===== config.mk =====
export PLATFORM = sky130hd
export DESIGN_NAME = cordic_divider
export DESIGN_NICKNAME = d
export VERILOG_FILES = /design/src/verilog/cordic_div_pkg.sv /design/src/verilog/cordic_div_control.sv /design/src/verilog/cordic_div_datapath.sv /design/src/verilog/cordic_divider.sv /design/src/verilog/cordic_shift_select.sv
export SDC_FILE = /design/constraint.sdc
export NUM_CORES = 1
export LEC_CHECK = 0
export ABC_AREA = 1
export BUFFER_PORTS_ARGS = -buffer_cell sky130_fd_sc_hd__buf_2
export CAP_MARGIN = 15
export CORE_UTILIZATION = 60
export CTS_CLUSTER_DIAMETER = 30
export DETAILED_ROUTE_END_ITERATION = 8
export MAX_ROUTING_LAYER = met4
export PLACE_DENSITY = 0.75
export SLEW_MARGIN = 25
export SYNTH_ARGS = -nofsm -noshare
export SYNTH_HDL_FRONTEND = slang
export SYNTH_SLANG_ARGS = --single-unit

===== constraint.sdc =====
create_clock -name clk -period 15.6 [get_ports clk]
set_input_delay 1.56 -clock clk [delete_from_list [all_inputs] [get_ports clk]]
set_output_delay 1.56 -clock clk [all_outputs]
set_load 0.005 [all_outputs]

===== src/verilog/cordic_div_pkg.sv =====
/*
 * cordic divider constants
 * word widths, fraction position and the shift and step limits
 * shared by the control, shift selection and datapath blocks
 */

package cordic_div_pkg;

    //////////////////////////////////////////////////////////////////////
    // word formats
    //////////////////////////////////////////////////////////////////////

    // dividend, divisor and internal x/y/z, Q4.16 plus sign
    localparam int data_w = 21;

    // fraction bits of every fixed point word
    localparam int frac_w = 16;

    // quotient, Q6.16 plus sign
    localparam int result_w = 23;

    //////////////////////////////////////////////////////////////////////
    // iteration limits
    //////////////////////////////////////////////////////////////////////

    // shift amount, holds 1 .. max_shift
    localparam int shift_w = 5;

    // residual below every threshold
    localparam int max_shift = 17;

    // a chosen shift at or above this ends the run
    localparam int stop_shift = 16;

    // update steps allowed per run, bounds a zero divisor
    localparam int max_steps = 16;

    // step counter width, must hold max_steps
    localparam int step_w = 5;

    // threshold base width so that no threshold loses bits
    localparam int thresh_w = 38;

endpackage


===== src/verilog/cordic_div_control.sv =====
/*
 * cordic divider control
 * run enable, stop decision, step counter and done pulse
 */

`timescale 1ns/100ps

module cordic_div_control (
    input  logic                                 clk,
    input  logic                                 rst_n,
    input  logic                                 init,
    input  logic [cordic_div_pkg::data_w-1:0]    y,
    input  logic [cordic_div_pkg::shift_w-1:0]   shift,
    output logic                                 step,
    output logic                                 finish,
    output logic                                 done
);

    // run in progress
    logic                                en;
    // updates taken in this run
    logic [cordic_div_pkg::step_w-1:0]   step_cnt;
    // any of the three stop causes
    logic                                stop;

    //////////////////////////////////////////////////////////////////////
    // stop decision
    //////////////////////////////////////////////////////////////////////

    // shift too fine, residual used up, or step budget spent
    assign stop = (shift >= cordic_div_pkg::shift_w'(cordic_div_pkg::stop_shift))
               || ($signed(y) <= 1)
               || (step_cnt >= cordic_div_pkg::step_w'(cordic_div_pkg::max_steps));

    // init wins over an abandoned run, so no finish or step with it
    assign finish = en && !init && stop;
    assign step   = en && !init && !stop;

    //////////////////////////////////////////////////////////////////////
    // run state
    //////////////////////////////////////////////////////////////////////

    always_ff @(posedge clk or negedge rst_n) begin
        if (!rst_n) begin
            en <= 1'b0;
        end else if (init) begin
            en <= 1'b1;
        end else if (finish) begin
            en <= 1'b0;
        end
    end

    // counts applied updates, restarts with every init
    always_ff @(posedge clk or negedge rst_n) begin
        if (!rst_n) begin
            step_cnt <= '0;
        end else if (init) begin
            step_cnt <= '0;
        end else if (step) begin
            step_cnt <= step_cnt + 1'b1;
        end
    end

    // one cycle pulse, lines up with the quotient capture
    always_ff @(posedge clk or negedge rst_n) begin
        if (!rst_n) begin
            done <= 1'b0;
        end else begin
            done <= finish;
        end
    end

    //////////////////////////////////////////////////////////////////////
    // checks
    //////////////////////////////////////////////////////////////////////

    // datapath must see either an update or a capture, never both
    a_step_xor_finish: assert property (@(posedge clk) disable iff (!rst_n)
        !(step && finish));

    // the limit check has to catch the counter before it runs past
    a_step_limit: assert property (@(posedge clk) disable iff (!rst_n)
        step_cnt <= cordic_div_pkg::step_w'(cordic_div_pkg::max_steps));

    // back to back done only after a fresh operation
    a_done_pulse: assert property (@(posedge clk) disable iff (!rst_n)
        done |=> (!done || $past(init)));

endmodule


===== src/verilog/cordic_div_datapath.sv =====
/*
 * cordic divider datapath
 * x/y/z registers, linear mode add/subtract step, angle weight
 * and the signed quotient register
 */

`timescale 1ns/100ps

module cordic_div_datapath (
    input  logic                                 clk,
    input  logic                                 rst_n,
    input  logic                                 init,
    input  logic [cordic_div_pkg::data_w-1:0]    dividend,
    input  logic [cordic_div_pkg::data_w-1:0]    divisor,
    input  logic                                 step,
    input  logic                                 finish,
    input  logic [cordic_div_pkg::shift_w-1:0]   shift,
    output logic [cordic_div_pkg::data_w-1:0]    x,
    output logic [cordic_div_pkg::data_w-1:0]    y,
    output logic [cordic_div_pkg::result_w-1:0]  quotient
);

    // accumulated quotient, Q4.16
    logic [cordic_div_pkg::data_w-1:0]          z;
    // result sign, dividend sign xor divisor sign
    logic                                       q_sign;
    // divisor scaled for this step
    logic signed [cordic_div_pkg::data_w-1:0]   x_shr;
    // 2^(frac_w - shift) in Q4.16
    logic [cordic_div_pkg::data_w-1:0]          weight;
    // z sign extended to the output width
    logic [cordic_div_pkg::result_w-1:0]        z_ext;

    assign x_shr = $signed(x) >>> shift;

    //////////////////////////////////////////////////////////////////////
    // angle weight
    //////////////////////////////////////////////////////////////////////

    // linear mode angle is a plain power of two
    // shift 17 never updates, weight left at zero there
    always_comb begin
        weight = '0;
        if (shift >= 1 && shift <= cordic_div_pkg::shift_w'(cordic_div_pkg::frac_w)) begin
            weight = cordic_div_pkg::data_w'(1) << (cordic_div_pkg::frac_w - shift);
        end
    end

    //////////////////////////////////////////////////////////////////////
    // iteration registers
    //////////////////////////////////////////////////////////////////////

    always_ff @(posedge clk or negedge rst_n) begin
        if (!rst_n) begin
            x      <= '0;
            y      <= '0;
            z      <= '0;
            q_sign <= 1'b0;
        end else if (init) begin
            // work on magnitudes, sign is reapplied at the end
            x      <= divisor[cordic_div_pkg::data_w-1] ? -divisor : divisor;
            y      <= dividend[cordic_div_pkg::data_w-1] ? -dividend : dividend;
            z      <= '0;
            q_sign <= dividend[cordic_div_pkg::data_w-1] ^ divisor[cordic_div_pkg::data_w-1];
        end else if (step) begin
            // drive the residual toward zero from either side
            if (!y[cordic_div_pkg::data_w-1]) begin
                y <= y - x_shr;
                z <= z + weight;
            end else begin
                y <= y + x_shr;
                z <= z - weight;
            end
        end
    end

    //////////////////////////////////////////////////////////////////////
    // result
    //////////////////////////////////////////////////////////////////////

    assign z_ext = {{(cordic_div_pkg::result_w - cordic_div_pkg::data_w)
                     {z[cordic_div_pkg::data_w-1]}}, z};

    // held until the next run finishes
    always_ff @(posedge clk or negedge rst_n) begin
        if (!rst_n) begin
            quotient <= '0;
        end else if (finish) begin
            quotient <= q_sign ? -z_ext : z_ext;
        end
    end

    // divisor magnitude only moves when a new operation is loaded
    a_x_stable: assert property (@(posedge clk) disable iff (!rst_n)
        !$past(init) |-> $stable(x));

endmodule


===== src/verilog/cordic_divider.sv =====
/*
 * linear mode cordic divider
 * samples dividend and divisor on init, runs an adaptive shift
 * loop and pulses done with the Q6.16 quotient
 */

`timescale 1ns/100ps

module cordic_divider (
    input  logic                                 clk,
    input  logic                                 rst_n,
    input  logic                                 init,
    input  logic [cordic_div_pkg::data_w-1:0]    dividend,
    input  logic [cordic_div_pkg::data_w-1:0]    divisor,
    output logic [cordic_div_pkg::result_w-1:0]  quotient,
    output logic                                 done
);

    // divisor magnitude and residual from the datapath
    logic [cordic_div_pkg::data_w-1:0]   x;
    logic [cordic_div_pkg::data_w-1:0]   y;
    // shift picked for the current cycle
    logic [cordic_div_pkg::shift_w-1:0]  shift;
    // control strobes into the datapath
    logic                                step;
    logic                                finish;

    //////////////////////////////////////////////////////////////////////
    // blocks
    //////////////////////////////////////////////////////////////////////

    // decides when to stop, the datapath just follows
    cordic_div_control u_control (
        .clk    (clk),
        .rst_n  (rst_n),
        .init   (init),
        .y      (y),
        .shift  (shift),
        .step   (step),
        .finish (finish),
        .done   (done)
    );

    cordic_shift_select u_shift_select (
        .x      (x),
        .y      (y),
        .shift  (shift)
    );

    cordic_div_datapath u_datapath (
        .clk      (clk),
        .rst_n    (rst_n),
        .init     (init),
        .dividend (dividend),
        .divisor  (divisor),
        .step     (step),
        .finish   (finish),
        .shift    (shift),
        .x        (x),
        .y        (y),
        .quotient (quotient)
    );

endmodule


===== src/verilog/cordic_shift_select.sv =====
/*
 * adaptive shift selection
 * compares |y| with the scaled divisor thresholds and picks
 * the smallest passing shift, combinational
 */

`timescale 1ns/100ps

module cordic_shift_select (
    input  logic [cordic_div_pkg::data_w-1:0]    x,
    input  logic [cordic_div_pkg::data_w-1:0]    y,
    output logic [cordic_div_pkg::shift_w-1:0]   shift
);

    // magnitude of the residual
    logic [cordic_div_pkg::data_w-1:0]                  y_abs;
    // x and |y| widened so the deepest threshold keeps its bits
    logic signed [cordic_div_pkg::thresh_w-1:0]         x_ext;
    logic signed [cordic_div_pkg::thresh_w-1:0]         y_ext;
    // threshold base, 1.5 * x
    logic signed [cordic_div_pkg::thresh_w-1:0]         t_base;
    // pass[i-1] set when |y| >= t >> (i+1)
    logic [cordic_div_pkg::max_shift-2:0]               pass;

    assign y_abs = y[cordic_div_pkg::data_w-1] ? -y : y;

    assign x_ext = {{(cordic_div_pkg::thresh_w - cordic_div_pkg::data_w)
                     {x[cordic_div_pkg::data_w-1]}}, x};
    // |y| is a magnitude, zero extend even for the most negative word
    assign y_ext = {{(cordic_div_pkg::thresh_w - cordic_div_pkg::data_w){1'b0}}, y_abs};

    // x is constant over a run so t follows it without a register
    assign t_base = x_ext + (x_ext >>> 1);

    //////////////////////////////////////////////////////////////////////
    // threshold compares
    //////////////////////////////////////////////////////////////////////

    for (genvar i = 1; i < cordic_div_pkg::max_shift; i++) begin : g_thresh
        assign pass[i-1] = (y_ext >= (t_base >>> (i + 1)));
    end

    // priority encoder, lowest passing shift wins
    // nothing passing means the residual is below the finest step
    always_comb begin
        shift = cordic_div_pkg::shift_w'(cordic_div_pkg::max_shift);
        for (int i = cordic_div_pkg::max_shift - 1; i >= 1; i--) begin
            if (pass[i-1]) begin
                shift = cordic_div_pkg::shift_w'(i);
            end
        end
    end

    // shift 0 would double the divisor step, above max_shift has no weight
    always_comb begin
        a_shift_range: assert final (shift >= 1
            && shift <= cordic_div_pkg::shift_w'(cordic_div_pkg::max_shift))
            else $error("shift out of range: %0d", shift);
    end

endmodule

==> results of run 1 <==
==> routing by layer <==
metal	part of all wire, %	wire length [um]
met5	0	0
met2	44	20900
met1	46	21600
met4	2.3	1100
met3	7.4	3470
==> worst max-delay path: cells and delay by family (launching register included) <==
kind / cells / cell delay [ns]
compound gates: 10 / 1.82
fa+ha+maj: 6 / 1.94
xor+xnor: 3 / 0.51
buf+inv: 7 / 1.12
simple gates: 44 / 4.61
flops: 1 / 0.41
==> layout by cell type, fill, tap and decap left out, types with 9 or more instances in the layout <==
master / n
a21oi_1: 157
a31oi_1: 21
buf_2: 67
buf_4: 25
clkbuf_16: 9
dfrtp_1: 94
ha_1: 222
inv_1: 248
inv_2: 20
nand2_1: 590
nand2_2: 21
nand3_1: 168
nand3_2: 21
nand4_1: 43
nor2_1: 222
nor2_2: 16
nor3_1: 41
nor4_1: 12
o211ai_1: 11
o21ai_0: 139
o21ai_1: 33
o22ai_1: 13
xnor2_1: 31
xor2_1: 83
==> registers in the layout (all words and copies together), names as in the netlist <==
signal               flops
u_datapath.quotient     23
u_control.en             1
u_datapath.x            21
u_datapath.z            21
u_control.done           1
u_datapath.q_sign        1
u_datapath.y            21
u_control.step_cnt       5
==> through the flow <==
| step | util (%) | cells |
|---|---|---|
| after floorplan | - | 2399 |
| after global placement | 63.8 | 2762 |
| after detailed placement | 63.8 | 2762 |
| after CTS | 64.9 | 2778 |
| after global routing | 65.1 | 2779 |
| final | 65.1 | 2779 |
==> path summary, 6_finish.rpt <==
| path | start | to | slack [ns] | cells after the start |
|---|---|---|---|---|
| worst min register to register | u_control.step_cnt[3] | u_control.step_cnt[3] | 0.47 | 1 |
| worst max register to register | u_datapath.y[0] | u_datapath.z[20] | 5.12 | 70 |
| worst max-delay path | u_datapath.y[0] | u_datapath.z[20] | 5.12 | 70 |
| min in group asynchronous | rst_n | u_datapath.y[14] | 1.10 | 1 |
| worst min-delay path | u_control.step_cnt[3] | u_control.step_cnt[3] | 0.47 | 1 |
| max in group asynchronous | rst_n | u_datapath.x[10] | 13.58 | 3 |
==> cell families after synthesis <==
kind of cell,count (synthesis),share of synthesized area (%)
AND/OR/NAND/NOR,1191,34.6
AO/OA/AOI/OAI,440,16.4
buffers and inverters,330,8.79
adder cells (fa/ha/maj),224,18.1
XOR/XNOR,120,7.04
flip-flops,94,15.1
==> cell type report <==
cell class	count	area, um^2
well taps	330	413
clock inverters	7	73.8
flip-flops and latches	94	2350
clock buffers	9	225
fillers	2465	8850
multi-input cells	1975	11800
repair buffers	93	551
inverters	271	1020
==> out/qor.txt, run 1 <==
CORE AREA -> 25300 um^2
Slew @ Worst Pin -> 1.03 ns
fin area -> 16500 um^2
Hold Vio Cnt, Final -> 0
number of synthesized flops with an enable pin -> 0
most used cell, CP -> nand2_1
clock slew at reported path FFs -> 0.07 ns
WS Path Type -> flip-flop to flip-flop
CP max stage cell -> inv_1
initial antenna violation count -> 0
wire per inst -> 16.9 um
fraction of layout cells with a size suffix above 1 -> 9.84%
worst slack, placed -> 5.28 ns
Area growth syn-to-layout -> 5.87%
Synth Warn # -> 0
die height -> 163 um
fmax -> 0.0955 GHz
async set-reset flop share out of synthesis -> 100%
n_diodes -> 0
largest area contributor in the netlist -> ha_1
Most used DFF post-synth -> dfrtp_1
Seq/Total Area, Yosys -> 15.1%
post-DP HPWL -> 37.2 mm
initial drt markers -> 1651
CTS Hold Bufs -> 0
Mapped Cells -> 2399
share of the synthesized area in the top cell type -> 17.8%
GR Util All Layers -> 37.0%
element type at the critical path end -> flip-flop
post-synth cell types -> 79
Yosys reg bits -> 94
Root Buffer -> clkbuf_16
RSZ-0062 raised after global routing -> no
global-route wire length before repair -> 76.4 mm
largest net degree at the start of global routing -> 73
I/O pin count -> 69
number of nets in the layout -> 2713
Post-Syn Area -> 15600 um^2
# DRC -> 0
vias -> 16.5k
GR peak layer -> met2
Critical Path Source Type -> flip-flop
die width -> 163 um
CP Max Fanout -> 18
H-tree Lvls -> 3
worst hold slack -> 0.466 ns
synthesized net count -> 2668
crit share post-route -> 67.1%
Sink Count -> 94
post-CTS sizing -> 0
final worst slack -> 5.12 ns
Critical Path Max Stage Delay -> 0.58 ns
status -> finished, final reports clean
Req. time, crit path -> 15.85 ns
clock insertion delay at the later pin of the skew report -> 0.36 ns
Fin Setup TNS -> 0 ns
Clock Skew -> 0.0141 ns
cts bufs inserted -> 9
Final Routed Wirelength -> 47.1 mm
vias per cell -> 5.94
Initial Util -> 61.5%
met1 Use GR -> 49.6%
arrival time at the worst endpoint -> 10.72 ns
Final setup viols -> 0
gpl congestion -> 1.02
row count -> 58
vias in the first global route -> 15.4k
Hold Path Class -> flip-flop to flip-flop
most frequent cell after synthesis -> nand2_1
syn avg cell area -> 6.49 um^2
most instantiated cells after synthesis -> nand2_1, inv_1, ha_1, nor2_1, nand3_1
total gr overflow -> 0
min Tclk post-route -> 10.48 ns
met3 Usage GRT -> 5.18%
die area -> 26600 um^2
Final ANT Viol Nets -> 0
Max transition margin -> 30.7%
Cell Area, Placed -> 16200 um^2
CTS tree -> built
clock buffer depth -> 2
M2 GR Usage -> 58.2%
Synth area leaders -> ha_1, dfrtp_1, nand2_1
Max-cap violations -> 0
Setup Buffers After CTS -> 0
Final Slew Violations -> 0
IO Port Bufs -> 68
drt first pass iters -> 6
Power of run 1 is left out: the tool's default activity adds up to more than one toggle a clock period on the data nets, which glitch-free logic cannot reach.
==> inputs of run 2 (changes only) <==
==> constraint.sdc (replaced) <==
create_clock -name clk -period 10.9 [get_ports clk]
set_input_delay 1.09 -clock clk [delete_from_list [all_inputs] [get_ports clk]]
set_output_delay 1.09 -clock clk [all_outputs]
set_load 0.005 [all_outputs]
==> run 2 against run 1 <==
Against the previous run:
- largest cell class unchanged
- clock skew shrank 0.00073 ns
- via count decreased by 0.15%
- die area did not move
- global-route usage up 0.12 points
- first-iteration DRC count shrank 7.9%
- highest routed layer unchanged
- sequential share of layout area about the same
- utilization increased by 0.23 points
- critical path depth shrank 3
- clock-buffer cell count did not move
- non-clock buffer count increased by 4
- routed wire length up 0.52%
==> out/qor.txt, run 2 (synthesis results as in run 1) <==
die width -> 163 um
Final setup viols -> 0
max reg flops -> 23
Root Buffer -> clkbuf_16
Final Routed Wirelength -> 47.3 mm
status -> finished, final reports clean
Initial Util -> 61.5%
IO Port Bufs -> 68
gpl congestion -> 0.990
most used cell, CP -> nand2_1
fin area -> 16500 um^2
CTS tree -> built
drt first pass iters -> 6
Critical Path Source Type -> flip-flop
element type at the critical path end -> flip-flop
most frequent cells in the layout -> nand2_1, inv_1, ha_1, nor2_1, nand3_1
Max transition margin -> 34.9%
CP max stage cell -> nor3_1
number of nets in the layout -> 2718
CORE AREA -> 25300 um^2
initial drt markers -> 1520
WS Path Type -> flip-flop to flip-flop
# DRC -> 0
min Tclk post-route -> 9.94 ns
arrival time at the worst endpoint -> 10.23 ns
crit share post-route -> 91.2%
die height -> 163 um
clock buffer depth -> 2
vias in the first global route -> 15.4k
Final Slew Violations -> 0
clock insertion delay at the later pin of the skew report -> 0.36 ns
fmax -> 0.101 GHz
Area growth syn-to-layout -> 6.24%
largest reg by FF count -> u_datapath.quotient
GR Util All Layers -> 37.1%
Slew @ Worst Pin -> 0.969 ns
Critical Path Max Stage Delay -> 0.53 ns
RSZ-0062 raised after global routing -> no
n_diodes -> 0
Clock Skew -> 0.0134 ns
H-tree Lvls -> 3
slack of the worst reg-to-reg path -> 0.96 ns
Max-cap violations -> 0
clock slew at reported path FFs -> 0.07 ns
Worst Path Buf+Inv -> 7
CP Max Fanout -> 29
CP delay by family, top -> simple AND/OR/NAND/NOR gates
post-layout util -> 65.3%
Final ANT Viol Nets -> 0
Fin Setup TNS -> 0 ns
Cell Area, Placed -> 16200 um^2
cts bufs inserted -> 9
I/O pin count -> 69
wire per inst -> 17.0 um
fraction of layout cells with a size suffix above 1 -> 10.3%
Sink Count -> 94
row count -> 58
total gr overflow -> 0
post-DP HPWL -> 37.2 mm
largest net degree at the start of global routing -> 74
global-route wire length before repair -> 76.7 mm
vias -> 16.5k
die area -> 26600 um^2
Req. time, crit path -> 11.18 ns
vias per cell -> 5.92
initial antenna violation count -> 0
Hold Path Class -> flip-flop to flip-flop
most common cell after layout, fill and taps aside -> nand2_1
Hold Vio Cnt, Final -> 0
run 2: cell count changes in the layout (fill, tap and decap cells not counted), sizes merged:
cell	change
nor2	+1
buf	+4
run 2: cell type report:
cell class                 count  area [um^2]
sequential                    94         2350
timing repair buffer          97          564
clock buffer                   9          225
clock inverter                 7         73.8
multi-input combinational   1976        11900
inverter                     271         1020
fill                        2410         8790
tap                          330          413
run 2: what timing repair did:
| item | 4_1_cts | 5_1_grt |
|---|---|---|
| hold endpoints to repair | 0 | 0 |
| endpoints found under the setup margin | 0 | 2 |
| setup buffers | 0 | 2 |
| resized for setup | 0 | 7 |
| hold buffers | 0 | 0 |
run 2: through the flow:
step                      hold WS (ns)  setup WS, ns  std cells
final                            0.480         0.955       2784
after global routing             0.500        0.0258       2784
after CTS                        0.474         0.850       2781
after global placement           0.458         0.981       2765
after floorplan                  0.433          2.18       2399
after detailed placement         0.467         0.875       2765
run 2: per-layer routing:
layer / GRT usage [%] / wire length (um) / vias up
met5: - / 0 / -
met4: 9.69 / 1030 / 0
met3: 7.14 / 4190 / 84
met2: 57.9 / 20900 / 648
met1: 49.0 / 21200 / 7551
li1: - / - / 8195
run 2: final timing paths:
check | start | end | cells past startpoint
max | u_datapath.y[1] | u_datapath.y[20] | 67
min | u_control.step_cnt[3] | u_control.step_cnt[3] | 1
max reg2reg | u_datapath.y[1] | u_datapath.y[20] | 67
min reg2reg | u_control.step_cnt[3] | u_control.step_cnt[3] | 1
max in group asynchronous | rst_n | u_datapath.x[9] | 2
min in group asynchronous | rst_n | u_datapath.y[17] | 1
Power of run 2 is left out for the same reason.
==> inputs of run 3 (changes only) <==
--- a/config.mk
+++ b/config.mk
@@ -6,9 +6,11 @@
 export NUM_CORES = 1
 export LEC_CHECK = 0
 export ABC_AREA = 1
-export BUFFER_PORTS_ARGS = -buffer_cell sky130_fd_sc_hd__buf_2
+export BUFFER_PORTS_ARGS = -buffer_cell sky130_fd_sc_hd__buf_4
 export CAP_MARGIN = 15
+export CORE_MARGIN = 3
 export CORE_UTILIZATION = 60
+export CTS_BUF_LIST = sky130_fd_sc_hd__clkbuf_4
 export CTS_CLUSTER_DIAMETER = 30
 export DETAILED_ROUTE_END_ITERATION = 8
 export MAX_ROUTING_LAYER = met4
==> run 3 against run 2 <==
Against the previous run:
- global-route usage shrank 2.9 points
- routed wire length increased by 0.45%
- die area up 5.0%
- register-to-register slack lost 0.05 ns
- first-iteration DRC count down 0.66%
- clock-buffer cell count did not move
- non-clock buffer count up 4
- critical path depth shrank 4
- critical endpoint unchanged
- highest routed layer unchanged
==> out/qor.txt, run 3 (synthesis results as in run 1) <==
status -> finished, final reports clean
most used cell, CP -> nand2_1
global-route wire length before repair -> 77.3 mm
die area -> 27900 um^2
worst slack, placed -> 0.849 ns
vias in the first global route -> 15.5k
Req. time, crit path -> 11.35 ns
die width -> 167 um
RSZ-0062 raised after global routing -> no
WS Path Type -> flip-flop to flip-flop
wire per inst -> 17.0 um
Hold Vio Cnt, Final -> 0
row count -> 58
Final setup viols -> 0
total gr overflow -> 0
clock insertion delay at the later pin of the skew report -> 0.51 ns
cts bufs inserted -> 9
gpl congestion -> 1.04
Final ANT Viol Nets -> 0
Critical Path Source Type -> flip-flop
arrival time at the worst endpoint -> 10.44 ns
initial antenna violation count -> 1
GR Util All Layers -> 34.2%
clock slew at reported path FFs -> 0.17 ns
CTS Hold Bufs -> 0
max reg flops -> 23
most common cell after layout, fill and taps aside -> nand2_1
largest reg by FF count -> u_datapath.quotient
fmax -> 0.100 GHz
final worst slack -> 0.909 ns
Area growth syn-to-layout -> 6.59%
min Tclk post-route -> 9.99 ns
number of nets in the layout -> 2721
crit share post-route -> 91.7%
die height -> 167 um
post-DP HPWL -> 37.2 mm
worst hold slack -> 0.457 ns
CP Max Fanout -> 21
Critical Path Max Stage Delay -> 0.47 ns
Clock Skew -> 0.0247 ns
vias -> 16.7k
most frequent cells in the layout -> nand2_1, inv_1, nor2_1, ha_1, nand3_1
Max-cap violations -> 0
drt first pass iters -> 6
Sink Count -> 94
Root Buffer -> clkbuf_4
element type at the critical path end -> flip-flop
CTS tree -> built
Hold Path Class -> input port to async pin
IO Port Bufs -> 68
clock buffer depth -> 2
Initial Util -> 61.5%
largest net degree at the start of global routing -> 73
vias per cell -> 5.98
initial drt markers -> 1510
CORE AREA -> 25300 um^2
Max transition margin -> 26.1%
Fin Setup TNS -> 0 ns
Final Routed Wirelength -> 47.5 mm
Final Slew Violations -> 0
I/O pin count -> 69
H-tree Lvls -> 3
post-layout util -> 65.5%
Slew @ Worst Pin -> 1.10 ns
fraction of layout cells with a size suffix above 1 -> 10.4%
# DRC -> 0
CP max stage cell -> dfrtp_1
==> run 3: critical path: cells and delay by family, from the launching register on <==
family          cells  cell delay [ns]
simple gates       33             3.54
xor+xnor            2             0.53
fa+ha+maj           4             1.44
flops               1             0.47
compound gates     17             2.88
buf+inv             7             1.02
==> run 3: layer usage <==
| metal | vias to the layer above | wire (um) | track usage (%) |
|---|---|---|---|
| met5 | - | 0 | - |
| met4 | 0 | 1190 | 9.36 |
| met3 | 89 | 3670 | 5.27 |
| met2 | 648 | 21200 | 53.2 |
| met1 | 7747 | 21500 | 46.5 |
| li1 | 8197 | - | - |
==> run 3: timing repair <==
action	in CTS	in global routing
endpoints found under the hold margin	0	0
gates resized for setup	0	10
endpoints found under the setup margin	0	5
setup buffers	0	7
==> run 3: worst paths after layout <==
kind                                  startpoint  slack (ns)  cells past startpoint               endpoint
max in group asynchronous                  rst_n        9.23                      2       u_datapath.x[12]
hold reg to reg            u_control.step_cnt[3]        0.51                      1  u_control.step_cnt[3]
min in group clk           u_control.step_cnt[3]        0.51                      1  u_control.step_cnt[3]
setup / recovery                 u_datapath.x[6]        0.91                     63       u_datapath.y[20]
setup reg to reg                 u_datapath.x[6]        0.91                     63       u_datapath.y[20]
hold / removal                             rst_n        0.46                      1       u_datapath.y[14]
==> run 3: area by class of cell <==
class                   instances  area [um^2]
well taps                     330          413
multi-input cells            1975        11900
fillers                      2378         8740
diodes                          4         10.0
clock buffers                   9         67.6
inverters                     271         1020
clock inverters                 7         75.1
flip-flops and latches         94         2350
repair buffers                101          758
==> run 3: metrics by stage <==
step	instances	cell area, um^2
after floorplan	2399	15600
after global placement	2764	16300
after CTS	2780	16500
after global routing	2791	16600
after detailed placement	2764	16300
final	2791	16600
Power of run 3 is left out for the same reason.
